### src/source/line_pkg.sv
/* Shared types and constants for the line drawing video design.
   Holds the 640x480 timing, framebuffer geometry and the fixed palette. */
`default_nettype none

package line_pkg;

    typedef logic signed [15:0] coord_t;  // screen and fb coordinates
    typedef logic [1:0]         cidx_t;   // colour index
    typedef logic [3:0]         chan_t;   // one colour channel
    typedef logic [13:0]        fb_addr_t;  // linear fb address

    // 640x480 at 60 Hz, pixels and lines
    localparam coord_t H_RES   = 640;
    localparam coord_t H_FP    = 16;
    localparam coord_t H_SYNC  = 96;
    localparam coord_t H_BP    = 48;
    localparam coord_t H_TOTAL = H_RES + H_FP + H_SYNC + H_BP;  // 800
    localparam coord_t V_RES   = 480;
    localparam coord_t V_FP    = 10;
    localparam coord_t V_SYNC  = 2;
    localparam coord_t V_BP    = 33;
    localparam coord_t V_TOTAL = V_RES + V_FP + V_SYNC + V_BP;  // 525

    localparam coord_t FB_WIDTH  = 160;
    localparam coord_t FB_HEIGHT = 90;
    localparam coord_t FB_SCALE  = 4;  // power of two, used as a shift
    localparam int     FB_DEPTH  = int'(FB_WIDTH) * int'(FB_HEIGHT);  // 14400

    localparam coord_t LB_TOP    = 60;   // first letterbox row
    localparam coord_t LB_BOTTOM = 420;  // exclusive

    // 12-bit rgb per index
    localparam logic [11:0] PALETTE [4] = '{12'h000, 12'hf80, 12'h0cf, 12'hfff};

endpackage

`default_nettype wire

### src/source/display_timings.sv
/* 640x480 display timing generator. Gives the scan position, negative
   syncs, data enable and the frame and line strobes, all registered. */
`timescale 1ns/1ns
`default_nettype none

module display_timings
    import line_pkg::*;
(
    input  wire logic clk_pix,
    input  wire logic rst,
    output coord_t    sx,     // horizontal scan position
    output coord_t    sy,     // vertical scan position
    output logic      hsync,  // active low
    output logic      vsync,  // active low
    output logic      de,     // inside the 640x480 window
    output logic      frame,  // one cycle at 0,0
    output logic      line    // one cycle at the start of each row
);

    coord_t x_next;  // position after this clock
    coord_t y_next;
    logic   eol;     // last pixel of the row

    always_comb begin
        eol    = (sx == H_TOTAL - coord_t'(1));
        x_next = eol ? '0 : sx + coord_t'(1);
        y_next = sy;
        if (eol) begin
            y_next = (sy == V_TOTAL - coord_t'(1)) ? '0 : sy + coord_t'(1);  // wrap frame
        end
    end

    // outputs decoded from the next position, so they line up with sx/sy
    always_ff @(posedge clk_pix) begin
        if (rst) begin
            sx    <= H_TOTAL - coord_t'(1);  // next clock lands on 0,0
            sy    <= V_TOTAL - coord_t'(1);
            hsync <= 1'b1;  // idle high
            vsync <= 1'b1;
            de    <= 1'b0;
            frame <= 1'b0;
            line  <= 1'b0;
        end else begin
            sx    <= x_next;
            sy    <= y_next;
            hsync <= !(x_next >= H_RES + H_FP && x_next < H_RES + H_FP + H_SYNC);
            vsync <= !(y_next >= V_RES + V_FP && y_next < V_RES + V_FP + V_SYNC);
            de    <= (x_next < H_RES && y_next < V_RES);
            frame <= (x_next == '0 && y_next == '0);
            line  <= (x_next == '0);
        end
    end

    // counter wraps before the line total on every row
    sx_in_line: assert property (@(posedge clk_pix) disable iff (rst)
        sx < H_TOTAL)
        else $error("sx reached the line total");

endmodule

`default_nettype wire

### config.mk
export PLATFORM = sky130hd
export DESIGN_NAME = display_timings
export DESIGN_NICKNAME = d
export VERILOG_FILES = /design/src/source/line_pkg.sv /design/src/source/display_timings.sv
export SDC_FILE = /design/constraint.sdc
export NUM_CORES = 1
export LEC_CHECK = 0
export BUFFER_PORTS_ARGS = -buffer_cell sky130_fd_sc_hd__buf_4
export CAP_MARGIN = 0
export CORE_ASPECT_RATIO = 1.4
export CORE_MARGIN = 2
export CORE_UTILIZATION = 55
export DETAILED_ROUTE_END_ITERATION = 10
export GPL_TIMING_DRIVEN = 0
export PLACE_DENSITY = 0.88
export SLEW_MARGIN = 15
export SYNTH_ARGS = -nofsm -noshare
export SYNTH_HDL_FRONTEND = slang
export SYNTH_SLANG_ARGS = --single-unit
### constraint.sdc
create_clock -name clk_pix -period 2.48 [get_ports clk_pix]
set_input_delay 0.248 -clock clk_pix [delete_from_list [all_inputs] [get_ports clk_pix]]
set_output_delay 0.248 -clock clk_pix [all_outputs]
set_load 0.005 [all_outputs]
=== After elaboration in Yosys (flattened, before gate mapping) ===
Index checks and enable logic that the tools add are counted.

* Output and inout port bits: 37
* Bits in registers: 37
* Memories kept: 0
* Latch bits: 0
* RAM bits: 0
* Memory bits (read-only): 0
* Word-level logic and storage cells: 28

* Shift-type cells: 0
* $lt $le $gt $ge: 6
* Equal/unequal tests: 2
* Multiplexer cells: 3
* Divide/modulo/power cells: 0
* Reductions and logical operators: 8
* $mul: 0
* Bitwise gates (word level): 0
* Add/sub/neg operators: 2

{| class="wikitable"
|+ Operator list
! kind !! count
|-
| 16-bit 2-to-1 mux || 3
|-
| 16-bit by 1-bit adder with 16-bit output, second input constant || 2
|-
| 16-bit by 11-bit equality test with 1-bit output, second input constant || 2
|-
| 16-bit zero test || 2
|-
| 16-bit by 10-bit < comparator with 1-bit output, second input constant || 2
|-
| 16-bit by 11-bit < comparator with 1-bit output, second input constant || 2
|-
| 16-bit by 10-bit >= comparator with 1-bit output, second input constant || 1
|-
| 16-bit by 11-bit >= comparator with 1-bit output, second input constant || 1
|-
| 1-bit logical AND || 4
|-
| 1-bit zero test || 2
|}

=== Longest topological paths before layout ===
Gate-level depths: netlist of run 1.

* Depth in word-level cells: 6
* Depth in mapped cells: 9

=== Worst setup path after synthesis of run 1 ===
No wires, ideal clock.

* Path type: flip-flop to flip-flop
* Start: register sx[0]
* End: register vsync
* Buffers on the path: 1
* Arrival time: 2.194 ns
* Setup slack: 0.152 ns
* Required time: 2.346 ns
* Cell stages (with the launch flop): 9
* Cell sequence: dfxtp_1 ha_1 and4b_1 nand4_1 buf_4 nor3_1 xnor2_1 nand3_1 or4b_1

* Word-level cells in the longest chain between the ends: 5
* Elaborated cells between the ends (all ways): 6
* Classes of those cells: 2 x order compare; 1 x eq/ne; 1 x mux; 2 x reduce/logical

{| class="wikitable"
|+ Ends and longest elaborated chain
! what !! RTL line !! source
|-
| start: declaration || display_timings.sv:11 || <nowiki>output coord_t sx,</nowiki>
|-
| start signal: assignment || display_timings.sv:36 || <nowiki>sx <= H_TOTAL - coord_t'(1);</nowiki>
|-
| start signal: assignment || display_timings.sv:44 || <nowiki>sx <= x_next;</nowiki>
|-
| 16-bit by 11-bit equality test with 1-bit output * || display_timings.sv:25 || <nowiki>eol = (sx == H_TOTAL - coord_t'(1));</nowiki>
|-
| 16-bit 2-to-1 mux * || display_timings.sv:28 || <nowiki>if (eol) begin</nowiki>
|-
| 16-bit by 10-bit >= comparator with 1-bit output / 16-bit by 10-bit < comparator with 1-bit output (equally long branches) || display_timings.sv:47 || <nowiki>vsync <= !(y_next >= V_RES + V_FP && y_next < V_RES + V_FP + V_SYNC);</nowiki>
|-
| 1-bit logical AND * || display_timings.sv:47 ||
|-
| 1-bit zero test * || display_timings.sv:47 ||
|-
| end signal: assignment || display_timings.sv:47 ||
|-
| end: declaration || display_timings.sv:14 || <nowiki>output logic vsync,</nowiki>
|}

Mark *: on every way between the ends. The rest lies on a longest branch, timed or not.
A chain may end at the register's enable or synchronous reset.

=== Worst setup path in the final report of run 1 ===
Same ends and word-level chain as after synthesis.

==> results.md, run 1 <==
Run status:
- The flow ran to the end, but the final reports show violations.
- The final reports fail on DRC.

Drt:
- In the detailed route, the total length drawn on met3 is 322 um.
- After detailed routing, the total wire length is 6.26 mm.
- The first detailed-routing pass ran for 8 iterations.
- The via total after detailed routing is 2381.
- For this block, wires on met1 add up to 2.39 mm.
- The highest routed metal layer is met4.
- The routed design uses 3.27 mm of met2 wire.
- In this run the remaining antenna-violating nets after routing total 0.
- In the final routed layout, each cell accounts on average for 16.6 um.
- The number of violations reported at the end of detailed-routing iteration 0 is 176.
- After detailed routing, the number of remaining DRC violations is 4.
- The detailed-route vias per instance is 6.32.

Place:
- The post-DP HPWL is 4.49 mm.
- After detailed placement, the design holds a cell count of 365.
- The congestion estimate from routability-driven global placement came to 0.904.
- After detailed placement, the total cell area comes to 2650 um2.
- The number of input and output port buffers inserted is 38.

Global routing:
- The total global-route track usage is 27.3%.
- The total grt overflow is 0.
- The first-pass GRT wire length is 9.89 mm.
- The number of antenna violations at the first check in global routing came to 0.
- The number of global-route vias before repair was 2131.
- The largest net degree at the start of global routing is 12.

Clock tree:
- The clock-pin slew reported for the worst setup and hold paths after clock tree synthesis is 0.08 ns.
- The CTS H-tree depth is 2.
- In this run the deepest clock path goes through 2 buffers.
- The clock latency at the later pin of the worst-skew pair is 0.30 ns.
- The clock tree from TritonCTS is built.
- CTS saw 37 sinks.
- The tree is rooted in a clkbuf_8.
- TritonCTS created 5 clock buffers.
- Hold repair after CTS inserted 0 buffers.

Power and ir drop:
- The final total power is 2.61 mW.
- Registers are responsible for 30.3% of the overall power.
- Combinational logic burns 51.6% of the power.
- The cell-internal power is 1.55 mW.
- In this run the power spent charging and discharging nets is 1.06 mW.
- The analysis attributes to cell leakage a power of 1.13 nW.
- The clock network is responsible for 18.1% of the overall power.
- In this run the power density over the cells is 913 nW/um2.
- IR analysis of the VDD net gives a maximum drop of 0.707 mV.
- Of the total power, the share spent switching nets is 40.6%.

Synth:
- After synthesis the netlist holds a flip-flop and latch count of 37.
- The number of nets handed over by synthesis was 289.
- Yosys instantiated no cell more often than dfxtp_1.
- The main flop type after synthesis is dfxtp_1.
- After synthesis, the most frequently instantiated cells are dfxtp_1 (37), nand2_1 (22), nor2_1 (20), nor3_1 (18), nand3_1 (17).
- The async set-or-reset flop fraction in the synthesized netlist is 0%.
- The synthesized netlist occupies a cell area of 2310 um2.
- The synthesized design contains 0 enable-type register cells.
- The number of standard cells after synthesis is 284.
- The leading area contributor after synthesis is dfxtp_1.
- The top cell type by area accounts for 32.0% of the synthesized area.
- Sequential cells were found to cover 32.0% of the synthesized design area.
- The synthesized netlist contains 56 unique library cells.
- The number of warnings reported in the yosys synthesis log is 0.
- Sorting the synthesized cells by area gives the leading types as dfxtp_1 (32%), xnor2_1 (5.3%), nor3_1 (3.9%).
- The average footprint of a synthesized cell is 8.15 um2.

Die:
- In this run the standard cell core region covers 3990 um2.
- The die is 80.8 um tall.
- The total I/O pin count is 39.
- The die is 58.8 um wide.
- The number of core rows is 27.
- Once the floorplan was initialized, standard cells occupied 58.1% of the core.
- The area of the die is 4750 um2.

Cells and area:
- The count of placed standard cells in the final layout, fillers left out is 377.
- After the last flow step, the layout net total stands at 338.
- The filler cell count is 303.
- In the final layout, the share of cells above drive strength 1 is 27.8%.
- The final antenna diode count is 0.
- The end-of-flow core utilization is 71.8%.
- The sequential cells in the finished layout cover a total of 753 um2.
- The footprint of the multi-input gates is 1510 um2.
- The cell area after layout is 2860 um2.
- Compared with the post-synthesis result, the final layout area differs by 23.6%.

Worst setup path:
- The highest net fanout along the worst path is 9.
- STA classifies the critical path startpoint as a flip-flop.
- The number of buffers and inverters on the critical path is 1.
- The critical path's top delay family is simple AND/OR/NAND/NOR gates.
- The worst setup path is captured at a flip-flop.
- For this run, the slowest stage of the critical path takes 0.47 ns.
- In this run the critical register-to-register path is captured at vsync$_SDFF_PP1_.
- The data arrival time of the critical path is 2.59 ns.
- STA puts the critical path data required time at 2.65 ns.
- The path depth of the worst reg2reg path is 8.
- The critical path goes through ha_2 -> and3_1 -> clkbuf_4 -> and4_4 -> nand3_1 -> xnor2_2 -> or2_2 -> or4b_1.
- By startpoint and endpoint, the worst setup path is classified as flip-flop to flip-flop.
- The slowest cell on the critical path is or4b_1.
- The startpoint of the worst register-to-register path is sx[0]$_SDFF_PP1_.
- For flop-to-flop paths, the worst setup slack is 0.06 ns.

STA:
- The max-slew violation count is 0.
- The worst-case clock skew is 0.00496 ns.
- The routed design could run at a clock period as short as 2.42 ns.
- The part of the cycle the worst path needs is 97.6%.
- Final hold analysis gives a worst-case slack of 0.138 ns.
- Setup violations remaining at the end of the flow were counted as 0.
- The headroom to the max-slew limit is 63.7%.
- The slew at the pin closest to its max-slew limit is 0.545 ns.
- The final hold violation count was 0.
- Derived from the worst setup path, the maximum achievable clock frequency is 413 MHz.

Worst hold path:
- The worst hold path depth is 2.
- In this run the most critical hold path is launched from rst.
- The class of the tightest hold or removal check is input pin to flip-flop.
- The capture endpoint of the worst hold path is sy[1]$_SDFF_PP0_.

Run:
- Max-cap violations in this run came to 0.
[power by group through the flow]
stage	sequential (mW)	clock, mW	combinational, mW
detailed placement	0.789	0	1.22
finish	0.791	0.474	1.35
global route	0.799	0.508	1.46
global placement	0.788	0	1.19
floorplan	0.771	0	0.875
CTS	0.780	0.482	1.31
[repair_timing]
action / in CTS / in global routing
setup endpoints to repair: 1 / 1
gates cloned: 0 / 0
pin swaps: 2 / 0
buffers inserted: 4 / 0
gates resized for setup: 3 / 20
[sequential cells by signal (all words and copies together), names as in the netlist]
signal / flops
frame: 1
hsync: 1
sx: 16
de: 1
line: 1
sy: 16
vsync: 1
[worst max path at each step]
stage                          start          endpoint  cells past startpoint
global placement    sx[0]$_SDFF_PP1_  vsync$_SDFF_PP1_                      8
finish              sx[0]$_SDFF_PP1_  vsync$_SDFF_PP1_                      8
CTS                 sx[0]$_SDFF_PP1_  vsync$_SDFF_PP1_                      8
detailed placement  sx[0]$_SDFF_PP1_  vsync$_SDFF_PP1_                      8
floorplan           sx[0]$_SDFF_PP1_  vsync$_SDFF_PP1_                      8
global route        sx[1]$_SDFF_PP1_  vsync$_SDFF_PP1_                      8
[metal layers]
metal  GRT usage, %  up-vias
met2           48.8      104
li1               -     1139
met4           15.5        0
met3           4.62       28
met1           29.6     1110
met5              0        -
[kinds of logic (layout without fill, tap and decap cells)]
group,after synthesis,after routing,share of synthesized area (%)
muxes,1,1,0.486
adders and majority gates,3,3,1.62
buffers and inverters,26,76,5.35
and+or+nand+nor,144,144,36.7
AOI/OAI and AO/OA,50,50,14.8
xor gates and xnor gates,23,23,9.03
DFF,37,37,32.0
[cells in the final DEF, fill, tap and decap left out, types with 5 or more instances in the layout]
cell and instances:
inv_1 7, nor2_1 20, or3_1 6, dfxtp_2 7, buf_4 44, nand4_1 14
a21oi_1 8, nor3_1 15, nor4b_1 6, nand2_1 22, clkbuf_8 7, buf_2 7
xor2_1 8, xnor2_1 12, o21a_1 5, nand3_1 15, nor4_1 7, dfxtp_1 29
clkbuf_1 7, o21ai_0 10, or2_2 5
[worst reg2reg max path, delay by kind of cell (launching register included)]
kind | cells | cell delay, ns
XOR/XNOR | 1 | 0.20
adder cells (fa/ha/maj) | 1 | 0.21
flip-flops | 1 | 0.38
buffers and inverters | 1 | 0.19
AND/OR/NAND/NOR | 5 | 1.32
[through the flow]
| stage | setup TNS (ns) | setup WS (ns) |
|---|---|---|
| global placement | -0.0887 | -0.0887 |
| detailed placement | -0.109 | -0.109 |
| finish | 0 | 0.0586 |
| global route | -0.00616 | -0.00616 |
| CTS | 0 | 0.0320 |
| floorplan | 0 | 0.152 |
[cell type report]
class / instances / area share [%]
clock buffers: 7 / 3.37
repair buffers: 42 / 11.0
plain buffers: 19 / 3.59
multi-input cells: 221 / 52.7
flip-flops and latches: 37 / 26.3
well taps: 43 / 1.88
clock inverters: 1 / 0.175
inverters: 7 / 0.919
(Power assumes the default switching activity.)
==> run 2, diff against run 1 <==
--- a/config.mk
+++ b/config.mk
@@ -9,10 +9,10 @@
 export CAP_MARGIN = 0
 export CORE_ASPECT_RATIO = 1.4
 export CORE_MARGIN = 2
-export CORE_UTILIZATION = 55
+export CORE_UTILIZATION = 51
 export DETAILED_ROUTE_END_ITERATION = 10
 export GPL_TIMING_DRIVEN = 0
-export PLACE_DENSITY = 0.88
+export PLACE_DENSITY = 0.86
 export SLEW_MARGIN = 15
 export SYNTH_ARGS = -nofsm -noshare
 export SYNTH_HDL_FRONTEND = slang
==> constraint.sdc (replaced) <==
create_clock -name clk_pix -period 2.2 [get_ports clk_pix]
set_input_delay 0.22 -clock clk_pix [delete_from_list [all_inputs] [get_ports clk_pix]]
set_output_delay 0.22 -clock clk_pix [all_outputs]
set_load 0.005 [all_outputs]
==> run 2 against run 1 <==
Against the previous run: the flow finishes with violations (setup timing); largest power group unchanged; via count is 15% higher; clock power is 30% higher; critical path type unchanged; cell count is 9.5% higher; global-route usage is 4.4 points higher; first-iteration DRC count is 61% higher; non-clock buffer count is 17 higher; die area is 7.4% higher; combinational power is 48% higher; setup slack worse by 0.28 ns.
==> results.md, run 2 (synthesis gave the netlist of run 1 again) <==
Drt:
- The number of violations reported at the end of detailed-routing iteration 0 is 283 (was 176).
- The detailed-route wire length came to 7.91 mm (was 6.26 mm).
- The count of TritonRoute iterations in the first routing pass is 8 (unchanged).
- The detailed-route vias per instance is 6.61 (was 6.32).
- The remaining routing DRC violations is 0 (was 4).
- The via total after detailed routing is 2730 (was 2381).
- The wire length per cell after detailed routing is 19.2 um (was 16.6 um).
- The antenna violation net count after detailed routing came to 0 (unchanged).

Cells and area:
- The filler cell count is 321 (was 303).
- The footprint of the multi-input gates came to 1720 um2 (was 1510 um2).
- Commonest non-fill, non-tap cells in the layout: buf_4 (61), nand2_1 (20), nor2_1 (19), dfxtp_1 (17), nand4_1 (14) (was buf_4 (44), dfxtp_1 (29), nand2_1 (22), nor2_1 (20)).
- The final antenna diode count is 0 (unchanged).
- The fraction of final layout cells sized beyond drive strength 1 is 41.6% (was 27.8%).
- The cell area after layout is 3330 um2 (was 2860 um2).
- The footprint of the flip-flops and latches came to 783 um2 (was 753 um2).
- Registers with the most flip-flops: sx x16, sy x16 (unchanged).
- The count of placed standard cells in the final layout, fillers left out is 413 (was 377).
- The count of nets after finishing is 355 (was 338).
- The end-of-flow core utilization is 74.5% (was 71.8%).
- The commonest non-fill, non-tap cell in the layout is buf_4 (unchanged).
- The layout overhead on the synthesized area is 43.7% (was 23.6%).

Run status:
- Failing checks: setup timing (was DRC).
- Result of the run: complete, but fails checks (unchanged).

Worst setup path:
- The delay of the slowest critical-path stage is 0.53 ns (was 0.47 ns).
- The data arrival time of the critical path was 2.60 ns (was 2.59 ns).
- The capturing element type of the critical path is a flip-flop (unchanged).
- The reg-to-reg setup timing slack was -0.22 ns (was 0.06 ns).
- The kind of start point of the critical path is a flip-flop (unchanged).
- The critical path's top delay family is simple AND/OR/NAND/NOR gates (unchanged).
- The worst endpoint required time came to 2.38 ns (was 2.65 ns).
- The reg-to-reg critical path endpoint is vsync$_SDFF_PP1_ (unchanged).
- The category of the most critical setup path is flip-flop to flip-flop (unchanged).
- The total buffers and inverters traversed by the critical path is 1 (unchanged).
- The highest net fanout along the worst path is 9 (unchanged).
- The slowest cell on the critical path was or4b_1 (unchanged).
- The startpoint of the worst register-to-register path is sy[0]$_SDFF_PP0_ (was sx[0]$_SDFF_PP1_).
- The instance count on the critical path is 8 (unchanged).
- The path depth of the worst reg2reg path is 8 (unchanged).
- Cells along the critical path: inv_1 -> ha_1 -> nor4b_4 -> and4_1 -> o21ai_0 -> and3b_1 -> o21ai_2 -> or4b_1 (was ha_2 -> and3_1 -> clkbuf_4 -> and4_4 -> nand3_1 -> xnor2_2 -> or2_2 -> or4b_1).

Power and ir drop:
- The power density normalized to cell area is 1060 nW/um2 (was 913 nW/um2).
- The switching part of the total power is 40.9% (was 40.6%).
- The part of the power in registers is 25.7% (was 30.3%).
- The cell-internal power is 2.08 mW (was 1.55 mW).
- The leakage component of the power is 1.32 nW (was 1.13 nW).
- The power share of the clock group came to 17.4% (was 18.1%).
- The share of total power in combinational logic is 56.9% (was 51.6%).
- The maximum vdd ir drop is 0.849 mV (was 0.707 mV).
- The reported net switching power is 1.44 mW (was 1.06 mW).

Clock tree:
- The clock latency at the later pin of the worst-skew pair was 0.30 ns (about the same).
- The clock tree from TritonCTS is built (unchanged).
- The cell at the root of the clock tree is clkbuf_8 (unchanged).
- The hold-fix buffer count after cts is 0 (unchanged).
- The number of buffers added by the clock tree synthesis step is 5 (unchanged).
- The maximum clock insertion buffer count is 2 (unchanged).
- The CTS H-tree depth was 2 (unchanged).
- The clock-pin slew reported for the worst setup and hold paths after clock tree synthesis is 0.09 ns (was 0.08 ns).
- The number of clock sinks is 37 (unchanged).

STA:
- The headroom to the max-slew limit is 58.5% (was 63.7%).
- The max-slew violation count is 0 (unchanged).
- The final hold violation count came to 0 (unchanged).
- The highest achievable clock rate is 413 MHz (about the same).
- The worst-case clock skew was 0.00795 ns (was 0.00496 ns).
- Setup repair after global routing could not meet its margin everywhere.
- The smallest setup slack after layout is -0.221 ns (was 0.0586 ns).
- The part of the cycle the worst path needs is 110% (was 97.6%).
- The final setup violation count is 3 (was 0).
- The minimum period implied by the final worst setup slack is 2.42 ns (about the same).
- The slew at the pin closest to its max-slew limit is 0.622 ns (was 0.545 ns).

Worst hold path:
- The class of the tightest hold or removal check is input pin to flip-flop (unchanged).
- The capture endpoint of the worst hold path is sy[1]$_SDFF_PP0_ (unchanged).
- The worst hold path depth came to 2 (unchanged).
- The hold path startpoint is rst (unchanged).

Run:
- The count of maximum capacitance violations is 0 (unchanged).

Global routing:
- The number of antenna violations at the first check in global routing is 0 (unchanged).
- The total grt overflow is 0 (unchanged).
- The total global-route track usage came to 31.6% (was 27.3%).
- The number of global-route vias before repair is 2592 (was 2131).
- The largest net degree at the start of global routing came to 14 (was 12).
- The first-pass GRT wire length is 12.2 mm (was 9.89 mm).

Die:
- The die height is 83.7 um (was 80.8 um).
- The initial cell density of the core is 51.9% (was 58.1%).
- The total I/O pin count was 39 (unchanged).
- The die outline width is 60.9 um (was 58.8 um).
- The core footprint is 4460 um2 (was 3990 um2).
- The number of core rows came to 29 (was 27).
- The area of the die came to 5100 um2 (was 4750 um2).

Place:
- The number of cells after detailed placement is 384 (was 365).
- The post-placement worst setup slack was -0.378 ns (was -0.109 ns).
- The final weighted congestion in routability-driven placement is 0.926 (was 0.904).
- The post-DP HPWL is 4.54 mm (was 4.49 mm).
- The number of input and output port buffers inserted was 38 (unchanged).
- The total placed instance area is 2690 um2 (was 2650 um2).
==> run 2: cell types whose count changed in the layout (fill, tap and decap cells not counted), sizes merged <==
cell,before,now
clkinvlp,0,1
bufinv,0,1
buf,52,72
clkbuf,16,11
==> run 2: final cells by class <==
class                           instances  share of cell area [%]
Buffer                                 17                    3.91
Clock buffer                            5                    2.07
Clock inverter                          3                    1.39
Inverter                                7                   0.790
Multi-Input combinational cell        221                    51.8
Sequential cell                        37                    23.6
Tap cell                               62                    2.33
Timing Repair Buffer                   61                    14.1
==> run 2: metrics by stage <==
stage | setup TNS, ns | hold slack, ns | power (mW)
after floorplan | 0 | 0.298 | 1.87
after global placement | -0.308 | 0.432 | 2.25
final | -0.364 | 0.114 | 3.52
after detailed placement | -0.569 | 0.432 | 2.28
after CTS | -0.00668 | 0.114 | 3.29
after global routing | -0.455 | 0.109 | 3.67
==> run 2: power by group through the flow <==
stage / Sequential [mW] / Combinational [mW] / Clock, mW
floorplan: 0.871 / 1.00 / 0
global placement: 0.888 / 1.36 / 0
CTS: 0.895 / 1.78 / 0.611
detailed placement: 0.891 / 1.39 / 0
global route: 0.913 / 2.11 / 0.653
finish: 0.904 / 2.00 / 0.614
==> run 2: timing repair <==
action / CTS / global route
endpoints found under the hold margin: 0 / 0
buffers inserted: 17 / 6
pin swaps: 25 / 9
gates resized for setup: 79 / 15
endpoints found under the setup margin: 4 / 5
==> run 2: metal layers <==
metal	up-vias	global-route usage, %	routed length (um)
met5	-	0	0
met4	0	20.0	580
met3	65	4.34	624
met2	226	54.8	4020
met1	1256	34.0	2680
li1	1183	-	-
==> run 2: worst max-delay path by stage <==
stage                startpoint          endpoint
6_report       sy[0]$_SDFF_PP0_  vsync$_SDFF_PP1_
3_5_place_dp   sy[0]$_SDFF_PP0_  vsync$_SDFF_PP1_
5_1_grt        sy[0]$_SDFF_PP0_  vsync$_SDFF_PP1_
2_1_floorplan  sx[0]$_SDFF_PP1_  vsync$_SDFF_PP1_
4_1_cts        sx[1]$_SDFF_PP1_  vsync$_SDFF_PP1_
3_3_place_gp   sy[0]$_SDFF_PP0_  vsync$_SDFF_PP1_
==> run 3, diff against run 2 <==
--- a/config.mk
+++ b/config.mk
@@ -8,7 +8,7 @@
 export BUFFER_PORTS_ARGS = -buffer_cell sky130_fd_sc_hd__buf_4
 export CAP_MARGIN = 0
 export CORE_ASPECT_RATIO = 1.4
-export CORE_MARGIN = 2
+export CORE_MARGIN = 4
 export CORE_UTILIZATION = 51
 export DETAILED_ROUTE_END_ITERATION = 10
 export GPL_TIMING_DRIVEN = 0
==> run 3 against run 2 <==
Against the previous run: the flow still finishes with violations (setup timing); clock power rose by 3%; die area rose by 12%; total power fell by 3.3%; via count fell by 5.3%; routed wire length fell by 4.4%; cell count rose by 1.2%; critical path depth fell by 1.
==> results.md, run 3 (synthesis gave the netlist of run 1 again) <==
Run status:
- Failing checks: setup timing (unchanged).
- Result of the run: complete, but fails checks (unchanged).

Worst setup path:
- The capturing element type of the critical path is a flip-flop (unchanged).
- The delay of the slowest critical-path stage came to 0.50 ns (was 0.53 ns).
- Cells along the critical path: buf_2 -> nand3_4 -> or3_4 -> o21a_1 -> o21ai_2 -> nand3_1 -> or4b_1 (was inv_1 -> ha_1 -> nor4b_4 -> and4_1 -> o21ai_0 -> and3b_1 -> o21ai_2 -> or4b_1).
- The worst endpoint required time is 2.37 ns (was 2.38 ns).
- The kind of start point of the critical path is a flip-flop (unchanged).
- The category of the most critical setup path is flip-flop to flip-flop (unchanged).
- The slowest cell on the critical path is or4b_1 (unchanged).
- The data arrival time of the critical path is 2.47 ns (was 2.60 ns).
- The highest net fanout along the worst path is 9 (unchanged).

Clock tree:
- The cell at the root of the clock tree is clkbuf_8 (unchanged).
- The CTS H-tree depth is 2 (unchanged).
- The clock tree from TritonCTS is built (unchanged).
- The clock latency at the later pin of the worst-skew pair is 0.30 ns (about the same).
- The number of buffers added by the clock tree synthesis step is 5 (unchanged).
- The maximum clock insertion buffer count came to 2 (unchanged).
- The number of clock sinks is 37 (unchanged).
- The clock-pin slew reported for the worst setup and hold paths after clock tree synthesis is 0.08 ns (was 0.09 ns).
- The hold-fix buffer count after cts is 0 (unchanged).

STA:
- Setup repair after global routing missed its margin: true (unchanged).
- The worst-case clock skew is 0.00616 ns (was 0.00795 ns).
- The part of the cycle the worst path needs was 104% (was 110%).
- The final hold violation count is 0 (unchanged).
- The minimum period implied by the final worst setup slack is 2.29 ns (was 2.42 ns).
- The final-layout worst hold slack is 0.107 ns (was 0.114 ns).
- The slew at the pin closest to its max-slew limit is 0.592 ns (was 0.622 ns).
- The highest achievable clock rate came to 436 MHz (was 413 MHz).
- The smallest setup slack after layout was -0.0934 ns (was -0.221 ns).
- The final setup violation count was 2 (was 3).
- The headroom to the max-slew limit is 60.5% (was 58.5%).
- The max-slew violation count is 0 (unchanged).

Power and ir drop:
- The leakage component of the power came to 1.36 nW (was 1.32 nW).
- The final total power is 3.40 mW (was 3.52 mW).
- The power density normalized to cell area is 1010 nW/um2 (was 1060 nW/um2).
- The maximum vdd ir drop is 0.744 mV (was 0.849 mV).

Drt:
- The remaining routing DRC violations came to 0 (unchanged).
- The number of violations reported at the end of detailed-routing iteration 0 is 210 (was 283).
- The wire length per cell after detailed routing was 18.1 um (was 19.2 um).
- The detailed-route vias per instance is 6.19 (was 6.61).
- The detailed-route wire length is 7.56 mm (was 7.91 mm).
- The antenna violation net count after detailed routing is 0 (unchanged).
- The via total after detailed routing is 2586 (was 2730).
- The count of TritonRoute iterations in the first routing pass was 7 (was 8).

Cells and area:
- The final antenna diode count is 0 (unchanged).
- The count of nets after finishing is 362 (was 355).
- The fraction of final layout cells sized beyond drive strength 1 came to 44.7% (was 41.6%).
- The commonest non-fill, non-tap cell in the layout is buf_4 (unchanged).
- The footprint of the multi-input gates came to 1720 um2 (about the same).
- Commonest non-fill, non-tap cells in the layout: buf_4 (71), nand2_1 (21), nor2_1 (19), dfxtp_1 (17), dfxtp_2 (15) (was buf_4 (61), nand2_1 (20), nor2_1 (19), dfxtp_1 (17), nand4_1 (14)).
- The count of placed standard cells in the final layout, fillers left out is 418 (was 413).
- The filler cell count is 281 (was 321).
- The layout overhead on the synthesized area is 45.0% (was 43.7%).
- The footprint of the flip-flops and latches is 778 um2 (was 783 um2).
- Registers with the most flip-flops: sx x16, sy x16 (unchanged).

Place:
- The post-placement worst setup slack is -0.354 ns (was -0.378 ns).
- The post-DP HPWL was 4.72 mm (was 4.54 mm).
- The number of input and output port buffers inserted came to 38 (unchanged).
- The final weighted congestion in routability-driven placement is 0.917 (was 0.926).
- The number of cells after detailed placement came to 382 (was 384).

Die:
- The initial cell density of the core is 53.7% (was 51.9%).
- The die height came to 87.7 um (was 83.7 um).
- The area of the die came to 5700 um2 (was 5100 um2).
- The total I/O pin count came to 39 (unchanged).
- The number of core rows is 28 (was 29).
- The core footprint came to 4310 um2 (was 4460 um2).
- The die outline width was 64.9 um (was 60.9 um).

Global routing:
- The first-pass GRT wire length was 11.8 mm (was 12.2 mm).
- The total global-route track usage came to 26.5% (was 31.6%).
- The number of antenna violations at the first check in global routing came to 0 (unchanged).
- The largest net degree at the start of global routing is 13 (was 14).
- The total grt overflow is 0 (unchanged).
- The number of global-route vias before repair is 2467 (was 2592).

Worst hold path:
- The class of the tightest hold or removal check is input pin to flip-flop (unchanged).

Run:
- The count of maximum capacitance violations is 0 (unchanged).
==> run 3: cell count changes in the layout (fill, tap and decap cells not counted), moves of 2 or more <==
cell	delta
xnor2_2	+2
o21ai_0	+2
buf_4	+10
nor4bb_1	-2
nor4b_2	+2
dfxtp_2	+2
dfxtp_4	-2
xor2_1	-2
buf_6	-4
nor4_2	+2
xor2_2	+3
==> run 3: through the flow <==
| step | setup TNS (ns) | utilization, % | area [um2] |
|---|---|---|---|
| global route | -0.369 | 77.9 | 3360 |
| CTS | -0.00570 | 75.5 | 3250 |
| floorplan | 0 | - | 2330 |
| global placement | -0.326 | 62.5 | 2690 |
| detailed placement | -0.492 | 62.5 | 2690 |
| finish | -0.109 | 77.9 | 3360 |
==> run 3: path summary, 6_finish.rpt <==
| check | slack [ns] | start | cells after the start | to |
|---|---|---|---|---|
| worst max register to register | -0.09 | sy[2]$_SDFF_PP1_ | 7 | vsync$_SDFF_PP1_ |
| worst min-delay path | 0.11 | rst | 2 | sy[1]$_SDFF_PP0_ |
| worst max-delay path | -0.09 | sy[2]$_SDFF_PP1_ | 7 | vsync$_SDFF_PP1_ |
| worst min register to register | 0.56 | sy[0]$_SDFF_PP0_ | 3 | sy[0]$_SDFF_PP0_ |
==> run 3: cell type report <==
class	instances	share of cell area (%)
tap	60	2.24
sequential	37	23.2
buffer	16	3.47
multi-input combinational	221	51.2
inverter	7	0.783
clock buffer	6	2.46
timing repair buffer	69	15.5
clock inverter	2	1.12
==> run 3: worst max-delay path, delay by kind of cell, from the launching register on <==
family                 cells  cell delay, ns
and+or+nand+nor            4            1.20
buffers and inverters      1            0.22
DFF                        1            0.34
AOI/OAI and AO/OA          2            0.41
==> run 3: timing repair <==
action | in CTS | in global routing
setup buffers | 30 | 2
pin swaps | 15 | 8
endpoints found under the hold margin | 0 | 0
gates resized for setup | 65 | 22
setup endpoints to repair | 4 | 8
==> run 3: metal layers <==
metal	GRT usage, %	part of all wire, %	vias to the layer above
li1	-	-	1191
met2	49.3	54	142
met3	3.85	5.6	34
met5	0	0	-
met1	28.3	37	1219
met4	15.0	3.9	0
==> run 3: power breakdown <==
group / internal (mW) / switching [mW]
Clock: 0.369 / 0.264
Sequential: 0.779 / 0.142
Combinational: 0.908 / 0.943
Total: 2.06 / 1.35
